[src/source/rv_pkg.sv]
package rv_pkg;

  typedef logic [4:0] reg_addr_t;  // register index.

  // major opcode in instr[6:2], only the two integer groups are decoded.
  typedef enum logic [4:0] {
    OP_IMM = 5'b00100,
    OP     = 5'b01100
  } opcode_e;

  typedef enum logic [2:0] {
    ADD_SUB = 3'b000,
    SLL     = 3'b001,
    SLT     = 3'b010,
    SLTU    = 3'b011,
    XOR     = 3'b100,
    SRL_SRA = 3'b101,
    OR      = 3'b110,
    AND     = 3'b111
  } funct3_e;

  // alu control, 5 bits.
  typedef struct packed {
    logic    r_type;  // set for OP.
    funct3_e funct3;
    logic    alt;     // instr[30], picks sub and sra.
  } alu_ctl_t;

  // decoded instruction, 54 bits.
  typedef struct packed {
    alu_ctl_t    ctl;
    reg_addr_t   rd;
    reg_addr_t   rs1;
    reg_addr_t   rs2;
    logic        use_imm;  // second operand from imm.
    logic        legal;
    logic [31:0] imm;      // sign-extended i-immediate.
  } dec_t;

  // write-back tag, travels with the alu result.
  typedef struct packed {
    logic      en;
    reg_addr_t rd;
  } wb_tag_t;

endpackage
[src/source/int_exec_unit.sv]
module int_exec_unit #(
  parameter int XLEN = 32
) (
  input  logic            clk,
  input  logic            arst_n,
  input  logic            instr_valid,
  input  logic [31:0]     instr,
  output rv_pkg::wb_tag_t wb,
  output logic [XLEN-1:0] wb_data,
  output logic            illegal
);

  rv_pkg::dec_t    dec;
  logic            issue;
  logic [XLEN-1:0] rd1_data;
  logic [XLEN-1:0] rd2_data;
  logic [XLEN-1:0] opd1;
  logic [XLEN-1:0] opd2;

  int_decoder u_dec (
    .clk         (clk),
    .arst_n      (arst_n),
    .instr_valid (instr_valid),
    .instr       (instr),
    .dec         (dec),
    .issue       (issue),
    .illegal     (illegal)
  );

  reg_file #(.XLEN(XLEN)) u_rf (
    .clk      (clk),
    .arst_n   (arst_n),
    .rs1      (dec.rs1),
    .rs2      (dec.rs2),
    .rd1_data (rd1_data),
    .rd2_data (rd2_data),
    .wb       (wb),       // write port.
    .wb_data  (wb_data)
  );

  operand_sel #(.XLEN(XLEN)) u_opd (
    .dec      (dec),
    .rd1_data (rd1_data),
    .rd2_data (rd2_data),
    .wb       (wb),       // forwarding source.
    .wb_data  (wb_data),
    .opd1     (opd1),
    .opd2     (opd2)
  );

  int_alu #(.XLEN(XLEN)) u_alu (
    .clk     (clk),
    .arst_n  (arst_n),
    .issue   (issue),
    .ctl     (dec.ctl),
    .rd      (dec.rd),
    .opd1    (opd1),
    .opd2    (opd2),
    .wb      (wb),
    .wb_data (wb_data)
  );

endmodule

[src/source/int_alu.sv]
module int_alu #(
  parameter int XLEN = 32
) (
  input  logic              clk,
  input  logic              arst_n,
  input  logic              issue,
  input  rv_pkg::alu_ctl_t  ctl,
  input  rv_pkg::reg_addr_t rd,
  input  logic [XLEN-1:0]   opd1,
  input  logic [XLEN-1:0]   opd2,
  output rv_pkg::wb_tag_t   wb,
  output logic [XLEN-1:0]   wb_data
);

  localparam int SHW = $clog2(XLEN);  // shift amount width.

  typedef enum logic [2:0] {
    SEL_LOGI,
    SEL_ADD,
    SEL_SUB,
    SEL_SLL,
    SEL_SLT,
    SEL_SLTU,
    SEL_SRL,
    SEL_SRA
  } rslt_sel_e;

  logic [SHW-1:0]  shamt;
  logic [XLEN-1:0] rslt_logi;
  logic [XLEN-1:0] rslt_add;
  logic [XLEN-1:0] rslt_sub;
  logic [XLEN-1:0] rslt_sll;
  logic [XLEN-1:0] rslt_slt;
  logic [XLEN-1:0] rslt_sltu;
  logic [XLEN-1:0] rslt_srl;
  logic [XLEN-1:0] rslt_sra;
  rslt_sel_e       rslt_sel;
  rv_pkg::wb_tag_t tag_q;

  assign shamt = opd2[SHW-1:0];

  // every candidate is computed and registered.
  always_ff @(posedge clk) begin
    case (ctl.funct3)
      rv_pkg::XOR: rslt_logi <= opd1 ^ opd2;
      rv_pkg::OR:  rslt_logi <= opd1 | opd2;
      default:     rslt_logi <= opd1 & opd2;
    endcase
    rslt_add  <= opd1 + opd2;
    rslt_sub  <= opd1 - opd2;
    rslt_slt  <= XLEN'($signed(opd1) < $signed(opd2));
    rslt_sltu <= XLEN'(opd1 < opd2);
    rslt_sll  <= opd1 << shamt;
    rslt_srl  <= opd1 >> shamt;
    rslt_sra  <= $signed(opd1) >>> shamt;
  end

  // select registered alongside, used by the output mux a cycle later.
  always_ff @(posedge clk) begin
    case (ctl.funct3)
      rv_pkg::ADD_SUB: rslt_sel <= (ctl.r_type && ctl.alt) ? SEL_SUB : SEL_ADD;
      rv_pkg::SLL:     rslt_sel <= SEL_SLL;
      rv_pkg::SLT:     rslt_sel <= SEL_SLT;
      rv_pkg::SLTU:    rslt_sel <= SEL_SLTU;
      rv_pkg::SRL_SRA: rslt_sel <= ctl.alt ? SEL_SRA : SEL_SRL;  // srai by bit 30.
      default:         rslt_sel <= SEL_LOGI;
    endcase
  end

  always_comb begin
    case (rslt_sel)
      SEL_ADD:  wb_data = rslt_add;
      SEL_SUB:  wb_data = rslt_sub;
      SEL_SLL:  wb_data = rslt_sll;
      SEL_SLT:  wb_data = rslt_slt;
      SEL_SLTU: wb_data = rslt_sltu;
      SEL_SRL:  wb_data = rslt_srl;
      SEL_SRA:  wb_data = rslt_sra;
      default:  wb_data = rslt_logi;
    endcase
  end

  // tag follows its result through the same stage.
  always_ff @(posedge clk or negedge arst_n) begin
    if (!arst_n) begin
      tag_q <= '0;
    end else begin
      tag_q.en <= issue;
      tag_q.rd <= rd;
    end
  end

  assign wb = tag_q;

  a_wb_after_issue: assert property (
    @(posedge clk) disable iff (!arst_n)
    issue |=> wb.en
  );

endmodule

[src/source/operand_sel.sv]
module operand_sel #(
  parameter int XLEN = 32
) (
  input  rv_pkg::dec_t    dec,
  input  logic [XLEN-1:0] rd1_data,
  input  logic [XLEN-1:0] rd2_data,
  input  rv_pkg::wb_tag_t wb,
  input  logic [XLEN-1:0] wb_data,
  output logic [XLEN-1:0] opd1,
  output logic [XLEN-1:0] opd2
);

  logic            wb_live;
  logic            fwd1;
  logic            fwd2;
  logic [XLEN-1:0] src2;
  logic [XLEN-1:0] imm_ext;

  // the result in flight is written only at the next edge, so
  // a dependent instruction right behind it must take it from here.
  assign wb_live = wb.en && (wb.rd != '0);
  assign fwd1    = wb_live && (wb.rd == dec.rs1);
  assign fwd2    = wb_live && (wb.rd == dec.rs2);

  assign opd1 = fwd1 ? wb_data : rd1_data;
  assign src2 = fwd2 ? wb_data : rd2_data;

  assign imm_ext = XLEN'($signed(dec.imm));  // widen for xlen above 32.

  assign opd2 = dec.use_imm ? imm_ext : src2;

endmodule

[src/source/reg_file.sv]
module reg_file #(
  parameter int XLEN = 32
) (
  input  logic              clk,
  input  logic              arst_n,
  input  rv_pkg::reg_addr_t rs1,
  input  rv_pkg::reg_addr_t rs2,
  output logic [XLEN-1:0]   rd1_data,
  output logic [XLEN-1:0]   rd2_data,
  input  rv_pkg::wb_tag_t   wb,
  input  logic [XLEN-1:0]   wb_data
);

  logic [XLEN-1:0] regs [32];

  always_ff @(posedge clk or negedge arst_n) begin
    if (!arst_n) begin
      for (int i = 0; i < 32; i++) begin
        regs[i] <= '0;
      end
    end else if (wb.en && (wb.rd != '0)) begin
      regs[wb.rd] <= wb_data;  // x0 writes dropped.
    end
  end

  // combinational reads, x0 hardwired.
  assign rd1_data = (rs1 == '0) ? '0 : regs[rs1];
  assign rd2_data = (rs2 == '0) ? '0 : regs[rs2];

  a_wb_written: assert property (
    @(posedge clk) disable iff (!arst_n)
    (wb.en && (wb.rd != '0)) |=> (regs[$past(wb.rd)] == $past(wb_data))
  );

endmodule

[src/source/int_decoder.sv]
module int_decoder (
  input  logic        clk,
  input  logic        arst_n,
  input  logic        instr_valid,
  input  logic [31:0] instr,
  output rv_pkg::dec_t dec,
  output logic        issue,
  output logic        illegal
);

  rv_pkg::opcode_e opc;
  logic            legal;
  logic            illegal_q;

  assign opc = rv_pkg::opcode_e'(instr[6:2]);

  // 32-bit encoding and one of the two integer groups.
  assign legal = (instr[1:0] == 2'b11) &&
                 ((opc == rv_pkg::OP_IMM) || (opc == rv_pkg::OP));

  always_comb begin
    dec.ctl.r_type = (opc == rv_pkg::OP);
    dec.ctl.funct3 = rv_pkg::funct3_e'(instr[14:12]);
    dec.ctl.alt    = instr[30];  // also kept for srai.
    dec.rd         = instr[11:7];
    dec.rs1        = instr[19:15];
    dec.rs2        = instr[24:20];
    dec.use_imm    = (opc == rv_pkg::OP_IMM);
    dec.legal      = legal;
    dec.imm        = {{20{instr[31]}}, instr[31:20]};  // i-type immediate.
  end

  assign issue = instr_valid && legal;

  // the pulse lines up with the write-back slot of the word.
  always_ff @(posedge clk or negedge arst_n) begin
    if (!arst_n) begin
      illegal_q <= 1'b0;
    end else begin
      illegal_q <= instr_valid && !legal;
    end
  end

  assign illegal = illegal_q;

endmodule

[config.mk]
export PLATFORM = sky130hd
export DESIGN_NAME = int_exec_unit
export DESIGN_NICKNAME = d
export VERILOG_FILES = /design/src/source/rv_pkg.sv /design/src/source/int_exec_unit.sv /design/src/source/int_alu.sv /design/src/source/operand_sel.sv /design/src/source/reg_file.sv /design/src/source/int_decoder.sv
export SDC_FILE = /design/constraint.sdc
export NUM_CORES = 2
export LEC_CHECK = 0
export ABC_AREA = 1
export BUFFER_PORTS_ARGS = -buffer_cell sky130_fd_sc_hd__buf_2
export CORE_MARGIN = 3
export CORE_UTILIZATION = 30
export DETAILED_ROUTE_END_ITERATION = 8
export HOLD_SLACK_MARGIN = 0.02
export MAX_ROUTING_LAYER = met4
export PLACE_DENSITY = 0.45
export SYNTH_ARGS = -nofsm -noshare
export SYNTH_HDL_FRONTEND = slang
export SYNTH_SLANG_ARGS = --single-unit
[constraint.sdc]
create_clock -name clk -period 4.97 [get_ports clk]
set_input_delay 0.7455 -clock clk [delete_from_list [all_inputs] [get_ports clk]]
set_output_delay 0.7455 -clock clk [all_outputs]
set_load 0.01 [all_outputs]
==> metrics.md <==
| Metric | Value |
|---|---|
| Status | finished clean |
| CP Max Fanout | 26 |
| Relative slew slack | 0.203 |
| Worst Tran Pin Value | 1.19 ns |
| Layout fillers | roughly 25,000 |
| Clock buffer depth | 3 |
| Drt drc | 0 |
| Synth warn | 0 |
| Final period utilization | 0.931 |
| Area contributors post-synth | dfrtp_1 36%, nand2_1 17%, o21ai_0 9.7% |
| Hold endpoint | u_dec.illegal |
| Synthesized Nets | 10,563 |
| RSZ-0062 raised after global routing | false |
| Worst hold margin | roughly 0.14 ns |
| P_sw | 10.0 mW |
| Hold crit path type | in2reg |
| Initial DRC count | around 9,600 |
| Setup ws final | approximately 0.34 ns |
| RePlAce Congestion | 0.947 |
| Area Growth Syn to Fin | 19.4% |
| H-Tree Depth | 4 |
| Fmax | 216 MHz |
| Setup repair bufs after CTS | 0 |
| Via-to-Cell Ratio | 5.35 |
| Leading cell type by number of instances after synthesis | nand2_1 |
| Data required time of the worst path | around 5.7 ns |
| Final setup fails | 0 |
| GR Util All Layers | 0.292 |
| P per Cell Area | approximately 350 mW/mm2 |
| Minimum clock period | between 4 and 5 ns |
| Vias in the first global route | just over 70,000 |
| M3 GR Usage | 0.0469 |
| Pint | 19.5 mW |
| Comb pwr share | 0.242 |
| Post-Syn Area per Cell | 6.86 um2 |
| Clk pwr share | 0.393 |
| Share of post-route cells with drive strength above 1 | 0.119 |
| Reg clk slew, reported paths | around 0.06 ns |
| Clock latency on the worst-skew pair | between 0.8 and 0.9 ns |
| Num CTS Buffers | roughly 150 |
| DPL Wire Length | 238 mm |
| Biggest area consumer among synthesized cells | dfrtp_1 |
| Seq/Total Area, Yosys | 0.415 |
| Ys flop type | dfrtp_1 |
| Sequential share of power | 0.365 |
| GRT Max-Usage Layer | met2 |
| R2R cell count | 23 |
| Total die area | 0.244 mm2 |
| R2R Setup Slk | 0.34 ns |
| Share of the synthesized area in the top cell type | 0.360 |
| IO Pins | 74 |
| Commonest cells in the netlist | 3,289 x nand2_1, 1,383 x o21ai_0, 1,071 x nand3_1 |
| Largest net degree at the start of global routing | 92 |
| First-pass GRT wire length | around 500 mm |
| Routing usage on met2 | 0.427 |
| Antenna violations before repair | 18 |
| Max VDD drop | approximately 0.28 mV |
| CP Capture Type | flip-flop |
| Core box area | between 0.2 and 0.25 mm2 |
| Leak | just under 40 nW |
| Yosys cell types | 53 |
| Clock Sinks | ~1,200 |
| EDFF count, synth | 0 |
| # nets final | around 11,000 |
| PortBufs | 73 |
| Wirelength, routed | approximately 350 mm |
| Die H | a little under 500 um |
| Die W | between 400 and 500 um |
| Origin of the worst setup path | u_alu.rslt_sel[1] |
| Cell Rows | 178 |
| Asr flop ratio synth | 0.841 |
| Reg2reg end | u_alu.rslt_sub[26] |
| Hold Path Stages | 3 |
| Initial Util | 0.303 |
| Post-detailed-route wirelength per cell | ~25 um |
| Cells after Synth | roughly 10,000 |
| MaxCap Viol Count | 0 |
| #FFs+latches synth | 1,226 |
| Initial DRT Pass Iterations | 6 |
| Total grt overflow | 0 |
| Detailed-route via count | roughly 75,000 |
| Worst flop-to-flop path startpoint | u_alu.rslt_sel[1] |
| Startpoint Class | flip-flop |
| Slew Limit Fails | 0 |
| GR Layer Usage met1 | 0.405 |
| Hold Crit Start | instr_valid |
| TritonCTS clock tree | built |
| Post-Syn Area | slightly above 0.07 mm2 |
| Sw frac | 0.339 |
| Antenna-violating nets left | 0 |
| Final hold violations | 0 |
| Setup WS pre-CTS | -0.423 ns |
| CTS root buf | clkbuf_16 |
| Layout Skew | about 0.060 ns |
| CP Data Arrival Time | 5.36 ns |
| WS Path Type | reg2reg |
## per-stage QoR
stage,std cells,utilization,TNS (ns),cell area [um2],total power [mW]
finish,13937,0.362,0,85500,29.5
global route,13936,0.362,0,85500,30.7
CTS,13929,0.362,0,85400,29.7
detailed placement,13649,0.340,-1.22,80300,18.0
global placement,13649,0.340,-1.57,80300,18.0
floorplan,10429,-,0,71600,14.3
## registers in the layout, indices dropped and copies added, names as in the netlist
name	cells
u_alu.wb	6
u_alu.rslt_sra	31
u_alu.rslt_sll	32
u_dec.illegal	1
u_alu.rslt_add	32
u_alu.rslt_logi	32
u_alu.rslt_srl	32
u_alu.rslt_sub	31
u_rf.regs	1024
u_alu.rslt_sel	3
u_alu.rslt_slt	1
u_alu.rslt_sltu	1
## layer usage
layer | wire [um] | vias up
li1 | - | 34426
met1 | 158000 | 36233
met2 | 153000 | 3315
met3 | 28200 | 591
met4 | 15000 | 0
met5 | 0 | -
## worst max path at each step
stage | to | slack [ns] | cells past startpoint
CTS | u_alu.rslt_sub[26] | 0.06 | 23
floorplan | u_alu.rslt_slt[0] | 0.63 | 29
finish | u_alu.rslt_sub[26] | 0.34 | 23
global placement | u_alu.rslt_sub[26] | -0.51 | 25
detailed placement | u_alu.rslt_sub[26] | -0.42 | 26
global route | u_alu.rslt_sub[30] | 0.006 | 26
## cell families after synthesis
kind of cell | after synthesis | share of synthesized area
flops | 1226 | 0.415
fa+ha+maj | 99 | 0.0175
simple gates | 5006 | 0.289
compound gates | 2331 | 0.174
xor+xnor | 62 | 0.00759
buf+inv | 1705 | 0.0972
## cell type report
| type | instances | area (um2) | area share |
|---|---|---|---|
| Antenna cell | 9 | 22.5 | 0.000263 |
| Clock inverter | 48 | 638 | 0.00746 |
| Tap cell | 3150 | 3940 | 0.0461 |
| Timing Repair Buffer | 926 | 8270 | 0.0968 |
| Multi-Input combinational cell | 7498 | 35200 | 0.412 |
| Clock buffer | 226 | 4450 | 0.0520 |
| Sequential cell | 1226 | 29700 | 0.348 |
| Inverter | 854 | 3240 | 0.0379 |
## worst max-delay path: stages (launching register included)
cell and delay, ns:
dfxtp_1 0.62, nand3_2 0.37, inv_2 0.21, buf_12 0.21
nand2_1 0.09, nand2_1 0.06, a21oi_1 0.05, nand4_1 0.28
nand2_1 0.08, a31oi_1 0.28, ha_1 0.30, buf_4 0.17
nor2_1 0.12, inv_1 0.08, buf_4 0.15, nor4_4 0.18
buf_4 0.17, nand3_1 0.20, nand3_1 0.19, buf_4 0.14
nand3_1 0.07, o211ai_1 0.18, buf_4 0.18, xor2_1 0.13
## layout by cell type (no fill, tap or decap), drive strengths merged, types with 85 or more instances in the layout
cell type | netlist | layout
o211ai | 120 | 120
inv | 840 | 849
nor2 | 488 | 488
buf | 385 | 919
ha | 97 | 97
dfxtp | 195 | 195
nand3 | 1084 | 1084
clkbuf | 466 | 227
o21ai | 1403 | 1403
nand2 | 3300 | 3300
nand4 | 85 | 85
a21oi | 605 | 605
dfrtp | 1031 | 1031
## repair_timing
| action | CTS | global route |
|---|---|---|
| hold buffers | 6 | 0 |
| hold endpoints to repair | 16 | 0 |
| endpoints found under the setup margin | 0 | 5 |
| resized for setup | 0 | 6 |
## power by group through the flow
stage | combinational (mW) | sequential [mW] | clock [mW]
floorplan | 3.46 | 10.8 | 0
global placement | 7.08 | 11.0 | 0
detailed placement | 7.06 | 11.0 | 0
CTS | 7.09 | 10.8 | 11.8
global route | 7.66 | 10.8 | 12.2
finish | 7.15 | 10.8 | 11.6
Note: power is estimated with default switching activity, not from simulation.
